===== src/verilog/periph_map_pkg.sv =====
/* slot bus map. The slot field is addr[23:20], so each slot spans 1 MiB.
   Channel k is at slot SLOT_CHAN_BASE+k, so at most 6 channels fit below slot 15 */
package periph_map_pkg;

  ////////////////////////////////////////////////////////////
  // bus widths
  ////////////////////////////////////////////////////////////
  localparam int ADDR_W = 32;
  localparam int DATA_W = 32;

  ////////////////////////////////////////////////////////////
  // slot field and slot numbers
  ////////////////////////////////////////////////////////////
  localparam int SLOT_MSB  = 23;
  localparam int SLOT_LSB  = 20;
  localparam int NUM_SLOTS = 16;           // one per value of the slot field

  localparam int SLOT_LED       = 7;       // write sets LEDs, read gives DIP
  localparam int SLOT_CHAN_BASE = 9;       // channel 0, others follow

  // within a channel slot, addr bit 2 picks data view over status view
  localparam int VIEW_BIT = 2;

  ////////////////////////////////////////////////////////////
  // board io widths
  ////////////////////////////////////////////////////////////
  localparam int LED_W = 8;
  localparam int DIP_W = 16;

endpackage


===== src/verilog/chan_fifo_pkg.sv =====
/* receive channel constants and the 32-bit channel read word.
   The count field is 12 bits, so a channel holds at most 2048 bytes */
package chan_fifo_pkg;

  localparam int BYTE_W        = 8;        // channel payload
  localparam int CNT_W         = 12;       // count field of status word
  localparam int ALMOST_MARGIN = 2;        // almost-full at depth minus this

  ////////////////////////////////////////////////////////////
  // channel read word, one 32-bit word seen two ways
  ////////////////////////////////////////////////////////////

  // status view, addr bit 2 clear
  typedef struct packed {
    logic             empty;               // bit 31
    logic             almost_full;         // bit 30
    logic             full;                // bit 29
    logic             rd_err;              // bit 28, sticky
    logic             wr_err;              // bit 27, sticky
    logic [14:0]      rsvd;                // reads zero
    logic [CNT_W-1:0] count;               // bits 11:0
  } chan_stat_t;

  // data view, addr bit 2 set
  typedef struct packed {
    logic              empty;              // bit 31
    logic [22:0]       rsvd;               // reads zero
    logic [BYTE_W-1:0] head;               // byte at the head of the queue
  } chan_data_t;

  typedef union packed {
    chan_stat_t stat;
    chan_data_t data;
  } chan_word_u;

endpackage


===== src/verilog/slot_decoder.sv =====
/* strobes are combinational off req_i and the address; only the LED register is clocked.
   Slot select is formed even without req_i, so qualify it before use */
`timescale 1ns/10ps

module slot_decoder
#(
  parameter int NUM_CHAN = 4
)
(
  input  logic                                msoc_clk,
  input  logic                                rstn,
  input  logic                                req_i,
  input  logic                                we_i,
  input  logic [periph_map_pkg::ADDR_W-1:0]   addr_i,
  input  logic [periph_map_pkg::DATA_W-1:0]   wdata_i,
  output logic [periph_map_pkg::NUM_SLOTS-1:0] slot_sel_o,
  output logic [NUM_CHAN-1:0]                 pop_o,
  output logic [NUM_CHAN-1:0]                 stat_rd_o,
  output logic [periph_map_pkg::LED_W-1:0]    led_o
);
  import periph_map_pkg::*;

  logic [SLOT_MSB-SLOT_LSB:0] slot_f;
  logic [NUM_SLOTS-1:0]       slot_sel;
  logic                       wr_cyc;
  logic                       rd_cyc;

  assign slot_f   = addr_i[SLOT_MSB:SLOT_LSB];
  assign slot_sel = NUM_SLOTS'(1) << slot_f;   // one-hot
  assign wr_cyc   = req_i & we_i;
  assign rd_cyc   = req_i & ~we_i;

  assign slot_sel_o = slot_sel;

  // per channel strobes
  always_comb
  begin
    for (int k = 0; k < NUM_CHAN; k++)
    begin
      pop_o[k]     = wr_cyc & slot_sel[SLOT_CHAN_BASE + k];   // write pops, data ignored
      stat_rd_o[k] = rd_cyc & slot_sel[SLOT_CHAN_BASE + k] & ~addr_i[VIEW_BIT];
    end
  end

  ////////////////////////////////////////////////////////////
  // LED register
  ////////////////////////////////////////////////////////////
  always_ff @(posedge msoc_clk or negedge rstn)
  begin
    if (!rstn)
    begin
      led_o <= '0;
    end
    else if (wr_cyc && slot_sel[SLOT_LED])
    begin
      led_o <= wdata_i[LED_W-1:0];         // low byte only
    end
  end

endmodule


===== src/verilog/rx_chan_fifo.sv =====
/* single clock byte FIFO, DEPTH a power of two from 4 to 2048.
   Error flags are sticky until a status-view read; a pop makes room for a push to a full queue */
`timescale 1ns/10ps

module rx_chan_fifo
#(
  parameter int DEPTH = 8
)
(
  input  logic                              msoc_clk,
  input  logic                              rstn,
  input  logic                              push_i,
  input  logic [chan_fifo_pkg::BYTE_W-1:0]  push_data_i,
  input  logic                              pop_i,
  input  logic                              stat_rd_i,
  input  logic                              view_data_i,
  output chan_fifo_pkg::chan_word_u         word_o
);
  import chan_fifo_pkg::*;

  localparam int AW = $clog2(DEPTH);

  logic [BYTE_W-1:0] mem [DEPTH];          // circular byte store
  logic [AW-1:0]     wr_ptr;
  logic [AW-1:0]     rd_ptr;
  logic [CNT_W-1:0]  count;
  logic              empty;
  logic              full;
  logic              almost_full;
  logic              do_push;
  logic              do_pop;
  logic              rd_err;
  logic              wr_err;

  assign empty       = (count == '0);
  assign full        = (count == CNT_W'(DEPTH));
  assign almost_full = (count >= CNT_W'(DEPTH - ALMOST_MARGIN));

  assign do_pop  = pop_i & ~empty;
  assign do_push = push_i & (~full | pop_i);   // full implies not empty

  always_ff @(posedge msoc_clk)
  begin
    if (do_push)
    begin
      mem[wr_ptr] <= push_data_i;
    end
  end

  ////////////////////////////////////////////////////////////
  // pointers, count and sticky error flags
  ////////////////////////////////////////////////////////////
  always_ff @(posedge msoc_clk or negedge rstn)
  begin
    if (!rstn)
    begin
      wr_ptr <= '0;
      rd_ptr <= '0;
      count  <= '0;
      rd_err <= 1'b0;
      wr_err <= 1'b0;
    end
    else
    begin
      if (do_push)
        wr_ptr <= wr_ptr + 1'b1;           // wraps at DEPTH
      if (do_pop)
        rd_ptr <= rd_ptr + 1'b1;
      case ({do_push, do_pop})
        2'b10:   count <= count + 1'b1;
        2'b01:   count <= count - 1'b1;
        default: count <= count;           // both or neither
      endcase
      // a new error at the clearing edge still lands
      wr_err <= (wr_err & ~stat_rd_i) | (push_i & ~do_push);
      rd_err <= (rd_err & ~stat_rd_i) | (pop_i & empty);
    end
  end

  // read word, shows state before the edge
  always_comb
  begin
    word_o = '0;
    if (view_data_i)
    begin
      word_o.data.empty = empty;
      word_o.data.head  = mem[rd_ptr];
    end
    else
    begin
      word_o.stat.empty       = empty;
      word_o.stat.almost_full = almost_full;
      word_o.stat.full        = full;
      word_o.stat.rd_err      = rd_err;
      word_o.stat.wr_err      = wr_err;
      word_o.stat.count       = count;
    end
  end

endmodule


===== src/verilog/read_combiner.sv =====
/* one cycle from read strobe to rdata_o, no back-pressure.
   DIP reads return dip_i as it stood two edges before the data appears */
`timescale 1ns/10ps

module read_combiner
#(
  parameter int NUM_CHAN = 4
)
(
  input  logic                                       msoc_clk,
  input  logic                                       rstn,
  input  logic                                       req_i,
  input  logic                                       we_i,
  input  logic [periph_map_pkg::NUM_SLOTS-1:0]       slot_sel_i,
  input  logic [NUM_CHAN*periph_map_pkg::DATA_W-1:0] chan_word_i,
  input  logic [periph_map_pkg::DIP_W-1:0]           dip_i,
  output logic [periph_map_pkg::DATA_W-1:0]          rdata_o,
  output logic                                       rvalid_o
);
  import periph_map_pkg::*;
  import chan_fifo_pkg::*;

  chan_word_u        chan_word [NUM_CHAN];
  logic [DIP_W-1:0]  dip_q;                // sampled switches
  logic [DATA_W-1:0] rd_mux;
  logic              rd_cyc;

  assign rd_cyc = req_i & ~we_i;

  ////////////////////////////////////////////////////////////
  // OR mux over the one-hot slot select
  ////////////////////////////////////////////////////////////
  always_comb
  begin
    rd_mux = '0;                           // unmapped slots read zero
    if (slot_sel_i[SLOT_LED])
      rd_mux |= DATA_W'(dip_q);
    for (int k = 0; k < NUM_CHAN; k++)
    begin
      chan_word[k] = chan_word_i[k*DATA_W +: DATA_W];
      if (slot_sel_i[SLOT_CHAN_BASE + k])
        rd_mux |= chan_word[k];
    end
  end

  always_ff @(posedge msoc_clk or negedge rstn)
  begin
    if (!rstn)
    begin
      dip_q    <= '0;
      rvalid_o <= 1'b0;
    end
    else
    begin
      dip_q    <= dip_i;                   // every cycle
      rvalid_o <= rd_cyc;                  // single cycle pulse per read
    end
  end

  always_ff @(posedge msoc_clk)
  begin
    if (rd_cyc)
      rdata_o <= rd_mux;
  end

endmodule


===== src/verilog/periph_soc_top.sv =====
/* peripheral side of the SoC: slot decoder, NUM_CHAN receive channels, read combiner.
   NUM_CHAN is 1 to 6; DEPTH is a power of two from 4 to 2048 */
`timescale 1ns/10ps

module periph_soc_top
#(
  parameter int NUM_CHAN = 4,
  parameter int DEPTH    = 8
)
(
  input  logic                                        msoc_clk,
  input  logic                                        rstn,
  // bus master side
  input  logic                                        req_i,
  input  logic                                        we_i,
  input  logic [periph_map_pkg::ADDR_W-1:0]           addr_i,
  input  logic [periph_map_pkg::DATA_W-1:0]           wdata_i,
  // byte producers, one strobe and byte per channel
  input  logic [NUM_CHAN-1:0]                         push_i,
  input  logic [NUM_CHAN*chan_fifo_pkg::BYTE_W-1:0]   push_data_i,
  // board io
  input  logic [periph_map_pkg::DIP_W-1:0]            dip_i,
  output logic [periph_map_pkg::DATA_W-1:0]           rdata_o,
  output logic                                        rvalid_o,
  output logic [periph_map_pkg::LED_W-1:0]            led_o
);
  import periph_map_pkg::*;
  import chan_fifo_pkg::*;

  logic [NUM_SLOTS-1:0]       slot_sel;    // one-hot slot of the current request
  logic [NUM_CHAN-1:0]        pop;
  logic [NUM_CHAN-1:0]        stat_rd;
  logic [NUM_CHAN*DATA_W-1:0] chan_word;   // read words of all channels

  slot_decoder #(.NUM_CHAN(NUM_CHAN)) u_dec (
    .msoc_clk   (msoc_clk),
    .rstn       (rstn),
    .req_i      (req_i),
    .we_i       (we_i),
    .addr_i     (addr_i),
    .wdata_i    (wdata_i),
    .slot_sel_o (slot_sel),
    .pop_o      (pop),
    .stat_rd_o  (stat_rd),
    .led_o      (led_o)
  );

  ////////////////////////////////////////////////////////////
  // receive channel bank
  ////////////////////////////////////////////////////////////
  genvar k;
  generate
    for (k = 0; k < NUM_CHAN; k++)
    begin : g_chan
      rx_chan_fifo #(.DEPTH(DEPTH)) u_chan (
        .msoc_clk    (msoc_clk),
        .rstn        (rstn),
        .push_i      (push_i[k]),
        .push_data_i (push_data_i[k*BYTE_W +: BYTE_W]),
        .pop_i       (pop[k]),
        .stat_rd_i   (stat_rd[k]),
        .view_data_i (addr_i[VIEW_BIT]),
        .word_o      (chan_word[k*DATA_W +: DATA_W])
      );
    end
  endgenerate

  read_combiner #(.NUM_CHAN(NUM_CHAN)) u_rd (
    .msoc_clk    (msoc_clk),
    .rstn        (rstn),
    .req_i       (req_i),
    .we_i        (we_i),
    .slot_sel_i  (slot_sel),
    .chan_word_i (chan_word),
    .dip_i       (dip_i),
    .rdata_o     (rdata_o),
    .rvalid_o    (rvalid_o)
  );

endmodule


===== config.mk =====
export PLATFORM = sky130hd
export DESIGN_NAME = periph_soc_top
export DESIGN_NICKNAME = d
export VERILOG_FILES = /design/src/verilog/periph_map_pkg.sv /design/src/verilog/chan_fifo_pkg.sv /design/src/verilog/slot_decoder.sv /design/src/verilog/rx_chan_fifo.sv /design/src/verilog/read_combiner.sv /design/src/verilog/periph_soc_top.sv
export SDC_FILE = /design/constraint.sdc
export NUM_CORES = 1
export LEC_CHECK = 0
export BUFFER_PORTS_ARGS = -buffer_cell sky130_fd_sc_hd__buf_2
export CAP_MARGIN = 30
export CORE_MARGIN = 2
export CORE_UTILIZATION = 54
export DETAILED_ROUTE_END_ITERATION = 8
export GPL_TIMING_DRIVEN = 0
export PLACE_DENSITY = 0.73
export SYNTH_ARGS = -nofsm -noshare
export SYNTH_HDL_FRONTEND = slang
export SYNTH_SLANG_ARGS = --single-unit

===== constraint.sdc =====
create_clock -name msoc_clk -period 4.5 [get_ports msoc_clk]
set_input_delay 0.9 -clock msoc_clk [delete_from_list [all_inputs] [get_ports msoc_clk]]
set_output_delay 0.9 -clock msoc_clk [all_outputs]
set_load 0.005 [all_outputs]

After elaboration in Yosys (flattened, before gate mapping)
Memories as Yosys holds them, arrays and structs flattened.
Cells that the tools add are included.
{ "word_totals": {"reg_bits": 137, "latch_bits": 0, "ram_bits": 256, "romBits": 0, "in_bits": 120, "memories": 4} }
{ "mem_list": {"columns": ["memory", "depth", "width", "rd", "rd_ports_with_merged_regs", "write_ports", "line_no", "rtl"], "rows": [
  ["g_chan[0].u_chan.mem", 8, 8, 1, 0, 1, "rx_chan_fifo.sv:23", "logic [BYTE_W-1:0] mem [DEPTH];"],
  ["g_chan[1].u_chan.mem", 8, 8, 1, 0, 1, "rx_chan_fifo.sv:23", null],
  ["g_chan[2].u_chan.mem", 8, 8, 1, 0, 1, "rx_chan_fifo.sv:23", null],
  ["g_chan[3].u_chan.mem", 8, 8, 1, 0, 1, "rx_chan_fifo.sv:23", null]
]} }
{ "classes": {"addsub": 16, "multipliers": 0, "div_mod_pow": 0, "n_lt_le_gt_ge": 4, "n_eq_ne": 12, "shift": 1, "mux": 29, "bitwise": 72, "n_reduce_logical": 9} }
{ "op_table": {"columns": ["operator", "count"], "rows": [
  ["$mux W32", 4],
  ["$or A32 B32 Y32", 4],
  ["$pmux W12 S2", 4],
  ["$add A12 B1 Y12 const B", 4],
  ["$eq A12 B4 Y1 const B", 4],
  ["$ge A12 B3 Y1 const B", 4],
  ["$logic_not A12 Y1", 4],
  ["$sub A12 B1 Y12 const B", 4],
  ["$and A1 B1 Y1", 38],
  ["$mux W4", 8],
  ["$mux W8", 4],
  ["$add A3 B1 Y3 const B", 8],
  ["$not A1 Y1", 18],
  ["$mux W16", 1],
  ["$shl A1 B4 Y13 const A", 1],
  ["$or A1 B1 Y1", 12],
  ["$eq A2 B1 Y1 const B", 4],
  ["$eq A2 B2 Y1 const B", 4],
  ["$mux W1", 8],
  ["$reduce_bool A2 Y1", 4],
  ["$logic_and A1 B1 Y1", 1]
]} }

Longest topological paths before layout
{ "logic_depth": {"depth_word": 10, "ltp_mapped": 20, "depth_no_buf": 16} }

Modules after synthesis
A second synthesis with hierarchy kept.
{ "unflattened": {"hier_cells": 1408, "area_unflattened_um2": 19029.5} }
{ "by_module_without_submodules": {"columns": ["mod", "n_inst", "cells_per_inst", "area_each_um2", "seq_area_each_um2"], "rows": [
  ["rx_chan_fifo", 4, 299, 4107.7, 2422.3],
  ["read_combiner", 1, 159, 2117.0, 1386.3],
  ["slot_decoder", 1, 53, 481.7, 200.2]
]} }

Worst setup path before layout
Ideal clock, no wire load.
{ "synth_path": {"path_type": "input to register", "startpoint": "input port addr_i[21] in the netlist's numbering", "endpoint": "register g_chan[1].u_chan.count[10]", "setup_time_ns": 0.129, "t_arrival_ns": 4.446, "path_slack_ns": -0.075, "cell_stages": 17, "cell_sequence": "buf_2 > nand3b_1 > or2_2 > nor3_1 > ha_1 > buf_2 > clkbuf_1 > clkbuf_1 > xor2_1 > ha_1 > nand2_1 > o21bai_1 > a22o_1 > a31oi_1 > o311ai_0 > a31oi_1 > xor2_1"} }
{ "synth_via": {"word_cells_on_any_way": 9, "cone_classes": "eq/ne (2); shift (1); mux (1); bitwise (4); reduce/logical (1)"} }
{ "synth_rtl": {"columns": ["item", "line_no", "rtl"], "rows": [
  ["from (decl)", "periph_soc_top.sv:16", "input logic [periph_map_pkg::ADDR_W-1:0] addr_i,"],
  ["$shl A1 B4 Y13 (*)", "slot_decoder.sv:29", "assign slot_sel = NUM_SLOTS'(1) << slot_f;"],
  ["$and A1 B1 Y1 (*)", "slot_decoder.sv:40", "pop_o[k] = wr_cyc & slot_sel[SLOT_CHAN_BASE + k];"],
  ["$and A1 B1 Y1 (*)", "rx_chan_fifo.sv:39", "assign do_pop = pop_i & ~empty;"],
  ["named net g_chan[1].u_chan.do_pop", "rx_chan_fifo.sv:31", "logic do_pop;"],
  ["$eq A2 B1 Y1 / $eq A2 B2 Y1 (equally long branches)", "rx_chan_fifo.sv:69", "case ({do_push, do_pop})"],
  ["$pmux W12 S2 / $reduce_bool A2 Y1 (equally long branches)", null, null],
  ["to (signal assigned)", "rx_chan_fifo.sv:70", "2'b10: count <= count + 1'b1;"],
  ["to (signal assigned)", "rx_chan_fifo.sv:71", "2'b01: count <= count - 1'b1;"],
  ["to (signal assigned)", "rx_chan_fifo.sv:72", "default: count <= count;"],
  ["to (decl)", "rx_chan_fifo.sv:26", "logic [CNT_W-1:0] count;"]
]} }
The timed path passes the listed nets; every way through them passes the cells marked *.
A chain may end at the register's enable or synchronous reset.

Worst setup path in the final report
{ "layout_path": {"startpoint": "register g_chan[0].u_chan.count[8]", "endpoint": "register g_chan[0].u_chan.count[10]"} }
{ "layout_via": {"elab_chain_cells": 6, "word_cells_on_any_way": 13, "cone_classes": "add/sub (2); eq/ne (3); mux (1); bitwise (5); reduce/logical (2)"} }
{ "layout_lines": {"columns": ["item", "line_no", "rtl"], "rows": [
  ["from (decl)", "rx_chan_fifo.sv:26", null],
  ["from (signal assigned)", "rx_chan_fifo.sv:70", null],
  ["from (signal assigned)", "rx_chan_fifo.sv:71", null],
  ["from (signal assigned)", "rx_chan_fifo.sv:72", null],
  ["$eq A12 B4 Y1", "rx_chan_fifo.sv:36", "assign full = (count == CNT_W'(DEPTH));"],
  ["$not A1 Y1", "rx_chan_fifo.sv:40", "assign do_push = push_i & (~full | pop_i);"],
  ["$or A1 B1 Y1", "rx_chan_fifo.sv:40", null],
  ["$and A1 B1 Y1", "rx_chan_fifo.sv:40", null],
  ["$eq A2 B1 Y1 / $eq A2 B2 Y1 (equally long branches)", "rx_chan_fifo.sv:69", null],
  ["$pmux W12 S2 / $reduce_bool A2 Y1 (equally long branches)", null, null]
]} }
Several ways; a longest one is shown, not always the timed one.

==> run_summary.xml <==
<?xml version="1.0" encoding="UTF-8"?>
<metrics>
  <group name="pwr">
    <metric name="net-switching-power" unit="W">0.003553</metric>
    <metric name="p_leak" unit="nW">7.604</metric>
    <metric name="share_comb_of_total_power" unit="%">27.5</metric>
    <metric name="power_report.internal_total" unit="W">0.007880</metric>
    <metric name="seqPwrFrac" unit="%">42.5</metric>
    <metric name="power.share.switching" unit="%">31.08</metric>
    <metric name="share_clk_of_total_power" unit="%">30.0</metric>
    <metric name="vdd_ir_drop_max" unit="mV">0.3921</metric>
    <metric name="power_density" unit="nW/um^2">555.5</metric>
  </group>
  <group name="sta">
    <metric name="timing.setup.tns" unit="ns">0</metric>
    <metric name="post-route-period-util" unit="%">94.26</metric>
    <metric name="fin_skew" unit="ns">0.02231</metric>
    <metric name="number_of_max_slew_violations_in_the_final_report" unit="">0</metric>
    <metric name="fmax" unit="MHz">235.8</metric>
    <metric name="hold_viol" unit="">0</metric>
    <metric name="post-route-min-period" unit="ns">4.242</metric>
    <metric name="tightestPinTransition" unit="ns">0.9392</metric>
    <metric name="fin_hold_ws" unit="ns">0.4070</metric>
    <metric name="setup_viol" unit="">0</metric>
    <metric name="layout_setup_ws" unit="ns">0.2584</metric>
    <metric name="relSlewSlack" unit="%">37.16</metric>
  </group>
  <group name="routing">
    <metric name="wirelength" unit="um">40200</metric>
    <metric name="drc" unit="">1</metric>
    <metric name="drt_pre_antenna_iters" unit="">9</metric>
    <metric name="count_of_antenna_violating_nets_left_after_detailed_routing" unit="">0</metric>
    <metric name="route.detailed.vias_per_inst" unit="">5.921</metric>
    <metric name="drt-initial-drc-count" unit="">1214</metric>
    <metric name="vias_post_dr" unit="">11330</metric>
    <metric name="avgRoutedWirePerCell" unit="um">21.01</metric>
  </group>
  <group name="logic_synthesis">
    <metric name="post_synth_main_area_contributors" unit="">sky130_fd_sc_hd__edfxtp_1 (47%), sky130_fd_sc_hd__dfrtp_1 (15%), sky130_fd_sc_hd__mux4_2 (8.2%), sky130_fd_sc_hd__xor2_1 (2.3%), sky130_fd_sc_hd__mux2i_1 (2.3%)</metric>
    <metric name="syn-instance-count" unit="">1264</metric>
    <metric name="synth.distinct_cells" unit="">83</metric>
    <metric name="yosys-top-cells-count" unit="">sky130_fd_sc_hd__edfxtp_1 (277), sky130_fd_sc_hd__dfrtp_1 (105), sky130_fd_sc_hd__nand2_1 (78)</metric>
    <metric name="syn_area" unit="sq um">17670</metric>
    <metric name="synth_seq_area_share" unit="%">61.95</metric>
    <metric name="synth.yosys.warnings" unit="">0</metric>
    <metric name="synth-seq-cells" unit="">382</metric>
    <metric name="synth-edff-count" unit="">277</metric>
    <metric name="fraction_of_post_synthesis_cell_area_in_the_top_cell_type_by_area" unit="%">47.08</metric>
    <metric name="synth_top_flop_cell" unit="">sky130_fd_sc_hd__edfxtp_1</metric>
    <metric name="synthArstFlopShare" unit="%">27.49</metric>
    <metric name="syn_area_per_cell" unit="sq um">13.98</metric>
    <metric name="synthDominantAreaCellType" unit="">sky130_fd_sc_hd__edfxtp_1</metric>
    <metric name="post-synth-top-count-cell" unit="">sky130_fd_sc_hd__edfxtp_1</metric>
  </group>
  <group name="setup_path">
    <metric name="timing.reg2reg.setup_slack" unit="ns">0.26</metric>
    <metric name="start_kind" unit="">flip-flop</metric>
    <metric name="timing.setup.critical_path_class" unit="">flip-flop to flip-flop</metric>
    <metric name="regToRegStartpoint" unit="">g_chan[0].u_chan.count[8]</metric>
    <metric name="r2r_cells" unit="">18</metric>
    <metric name="crit_path_end_kind" unit="">flip-flop</metric>
    <metric name="crit-reg2reg-capture" unit="">g_chan[0].u_chan.count[10]</metric>
    <metric name="cp.required" unit="ns">4.95</metric>
    <metric name="worstPathMaxFanout" unit="">10</metric>
    <metric name="critPathArrivalTime" unit="ns">4.69</metric>
  </group>
  <group name="placed_design">
    <metric name="dp_hpwl" unit="um">28420</metric>
    <metric name="preCtsSetupSlack" unit="ns">-0.8701</metric>
    <metric name="dpl.cell_count" unit="">1837</metric>
    <metric name="placement.io_buffers" unit="">96</metric>
    <metric name="routability_congestion_estimate" unit="">0.9403</metric>
  </group>
  <group name="clock_tree">
    <metric name="path_clk_slew" unit="ns">0.06</metric>
    <metric name="tritoncts_clock_tree" unit="">yes</metric>
    <metric name="worst_skew_pair_latency" unit="ns">0.54</metric>
    <metric name="clock_sinks" unit="">382</metric>
    <metric name="cts.root.buffer_cell" unit="">sky130_fd_sc_hd__clkbuf_16</metric>
    <metric name="cts.hold.buffers_added" unit="">0</metric>
    <metric name="cts-htree-levels" unit="">2</metric>
    <metric name="cts_buffer_depth" unit="">3</metric>
    <metric name="cts_buffers" unit="">40</metric>
  </group>
  <group name="global_routing">
    <metric name="initial_antenna_violation_count" unit="">5</metric>
    <metric name="grt_max_degree" unit="">57</metric>
    <metric name="grt_remaining_overflow" unit="">0</metric>
    <metric name="first_pass_grt_wire_length" unit="um">62460</metric>
    <metric name="grt_usage" unit="%">24.13</metric>
    <metric name="first_global_vias" unit="">11120</metric>
  </group>
  <group name="flow_run">
    <metric name="maxCapViolations" unit="">0</metric>
  </group>
  <group name="cells_and_area">
    <metric name="nNetsFinal" unit="">1578</metric>
    <metric name="drive_above_1_share" unit="%">25.05</metric>
    <metric name="area_delta_synth_final" unit="%">16.47</metric>
    <metric name="final-instance-count-excl-fill" unit="">1913</metric>
  </group>
  <group name="floorplanning">
    <metric name="floorplan.io_pins" unit="">161</metric>
    <metric name="die_x" unit="um">184.9</metric>
    <metric name="floorplan.initialDensity" unit="%">54.58</metric>
    <metric name="core_area" unit="sq um">32370</metric>
    <metric name="rows" unit="">66</metric>
    <metric name="floorplan.die_area" unit="sq um">34180</metric>
    <metric name="overall_die_height" unit="um">184.9</metric>
  </group>
  <group name="worst_hold_path">
    <metric name="hp-class" unit="">input port to async pin</metric>
  </group>
  <group name="outcome">
    <metric name="result_of_the_run" unit="">complete, but fails checks</metric>
    <metric name="violations" unit="">DRC</metric>
  </group>
</metrics>
-- layout by cell type (no fill, tap or decap), types with 10 or more instances in the layout --
cell type	count
sky130_fd_sc_hd__o21ai_0	48
sky130_fd_sc_hd__dfrtp_1	100
sky130_fd_sc_hd__nor3_1	30
sky130_fd_sc_hd__clkbuf_16	41
sky130_fd_sc_hd__nand2_1	78
sky130_fd_sc_hd__mux2i_1	40
sky130_fd_sc_hd__a21oi_1	33
sky130_fd_sc_hd__xnor2_1	36
sky130_fd_sc_hd__edfxtp_1	277
sky130_fd_sc_hd__inv_1	14
sky130_fd_sc_hd__conb_1	11
sky130_fd_sc_hd__ha_1	20
sky130_fd_sc_hd__nor2_1	69
sky130_fd_sc_hd__o211ai_1	12
sky130_fd_sc_hd__clkbuf_1	48
sky130_fd_sc_hd__mux4_2	64
sky130_fd_sc_hd__nor2b_1	19
sky130_fd_sc_hd__a22oi_1	12
sky130_fd_sc_hd__nand3_1	12
sky130_fd_sc_hd__xor2_1	47
sky130_fd_sc_hd__o22ai_1	21
sky130_fd_sc_hd__buf_4	37
sky130_fd_sc_hd__buf_2	121
sky130_fd_sc_hd__a31oi_1	10
sky130_fd_sc_hd__buf_1	12
sky130_fd_sc_hd__mux2_2	20
sky130_fd_sc_hd__nand2b_1	16
-- stage by stage --
stage / power (W) / instance area, sq um / utilization [%]
6_report: 0.01143 / 20580 / 63.57
5_1_grt: 0.01200 / 20580 / 63.57
4_1_cts: 0.01147 / 20480 / 63.28
3_5_place_dp: 0.008010 / 18990 / 58.66
3_3_place_gp: 0.007838 / 18750 / 57.92
2_1_floorplan: 0.006992 / 17720 / -
-- critical path: stages, from the launching register on --
cell	delay, ns
sky130_fd_sc_hd__dfrtp_1	0.37
sky130_fd_sc_hd__buf_6	0.15
sky130_fd_sc_hd__nor3_4	0.19
sky130_fd_sc_hd__nand3_1	0.14
sky130_fd_sc_hd__or4_4	0.47
sky130_fd_sc_hd__nor3b_4	0.29
sky130_fd_sc_hd__nand2b_2	0.24
sky130_fd_sc_hd__ha_2	0.24
sky130_fd_sc_hd__buf_2	0.23
sky130_fd_sc_hd__buf_4	0.24
sky130_fd_sc_hd__xor2_1	0.16
sky130_fd_sc_hd__ha_1	0.20
sky130_fd_sc_hd__a21boi_0	0.21
sky130_fd_sc_hd__o22ai_1	0.15
sky130_fd_sc_hd__a211oi_2	0.22
sky130_fd_sc_hd__o21ai_1	0.12
sky130_fd_sc_hd__and3_1	0.19
sky130_fd_sc_hd__nor3_1	0.21
sky130_fd_sc_hd__xnor2_1	0.14
-- flip-flops by register name, summed over array words and instances (netlist names) --
signal                count
g_chan.u_chan.count      48
g_chan.u_chan.rd_err      4
u_rd.rvalid_o             1
u_rd.rdata_o             21
g_chan.u_chan.rd_ptr     12
g_chan.u_chan.wr_ptr     12
u_rd.dip_q               16
g_chan.u_chan.wr_err      4
u_dec.led_o               8
g_chan.u_chan.mem       256
-- cell type report --
cell class	count	area (sq um)
diodes	2	5.005
plain buffers	97	476.7
clock buffers	54	1145
clock inverters	20	265.3
fillers	2367	11790
inverters	17	67.56
multi-input cells	771	6382
flip-flops and latches	382	10950
well taps	442	553.0
repair buffers	128	733.2
-- routing by layer --
layer	vias to the layer above	GRT usage [%]	wire length, um
met5	-	0	13
met4	2	8.825	1386
met3	102	4.601	3254
met2	537	38.16	18690
met1	5525	33.64	16850
li1	5161	-	-
-- power groups by stage --
stage,Sequential [W],Combinational (W),Clock (W)
3_3_place_gp,0.00482,0.00302,0
4_1_cts,0.00480,0.00318,0.00349
3_5_place_dp,0.00485,0.00316,0
2_1_floorplan,0.00475,0.00225,0
5_1_grt,0.00493,0.00342,0.00365
6_report,0.00486,0.00314,0.00343
-- cell families after synthesis --
logic type | count (synthesis) | synth area share [%]
flops | 382 | 61.95
simple gates | 307 | 8.944
compound gates | 225 | 8.710
mux | 124 | 11.70
buf+inv | 121 | 3.080
xor+xnor | 83 | 4.114
fa+ha+maj | 21 | 1.487
other cells | 1 | 0.02122
-- worst max path at each step --
stage | startpoint | to | slack, ns
after global placement | addr_i[22] | g_chan[3].u_chan.count[10] | -0.94
after floorplan | addr_i[21] | g_chan[1].u_chan.count[10] | 0.04
final | g_chan[0].u_chan.count[8] | g_chan[0].u_chan.count[10] | 0.26
after detailed placement | addr_i[22] | g_chan[1].u_chan.count[10] | -0.87
after CTS | g_chan[3].u_chan.count[7] | g_chan[3].u_chan.count[10] | 0.01
after global routing | g_chan[3].u_chan.count[9] | g_chan[3].u_chan.count[10] | -0.01
-- repair_timing --
item / in CTS / in global routing
resized for setup: 21 / 29
buffers inserted: 2 / 5
pin swaps: 2 / 3
endpoints found under the setup margin: 16 / 14
hold endpoints to repair: 0 / 0
(Power assumes the default switching activity.)
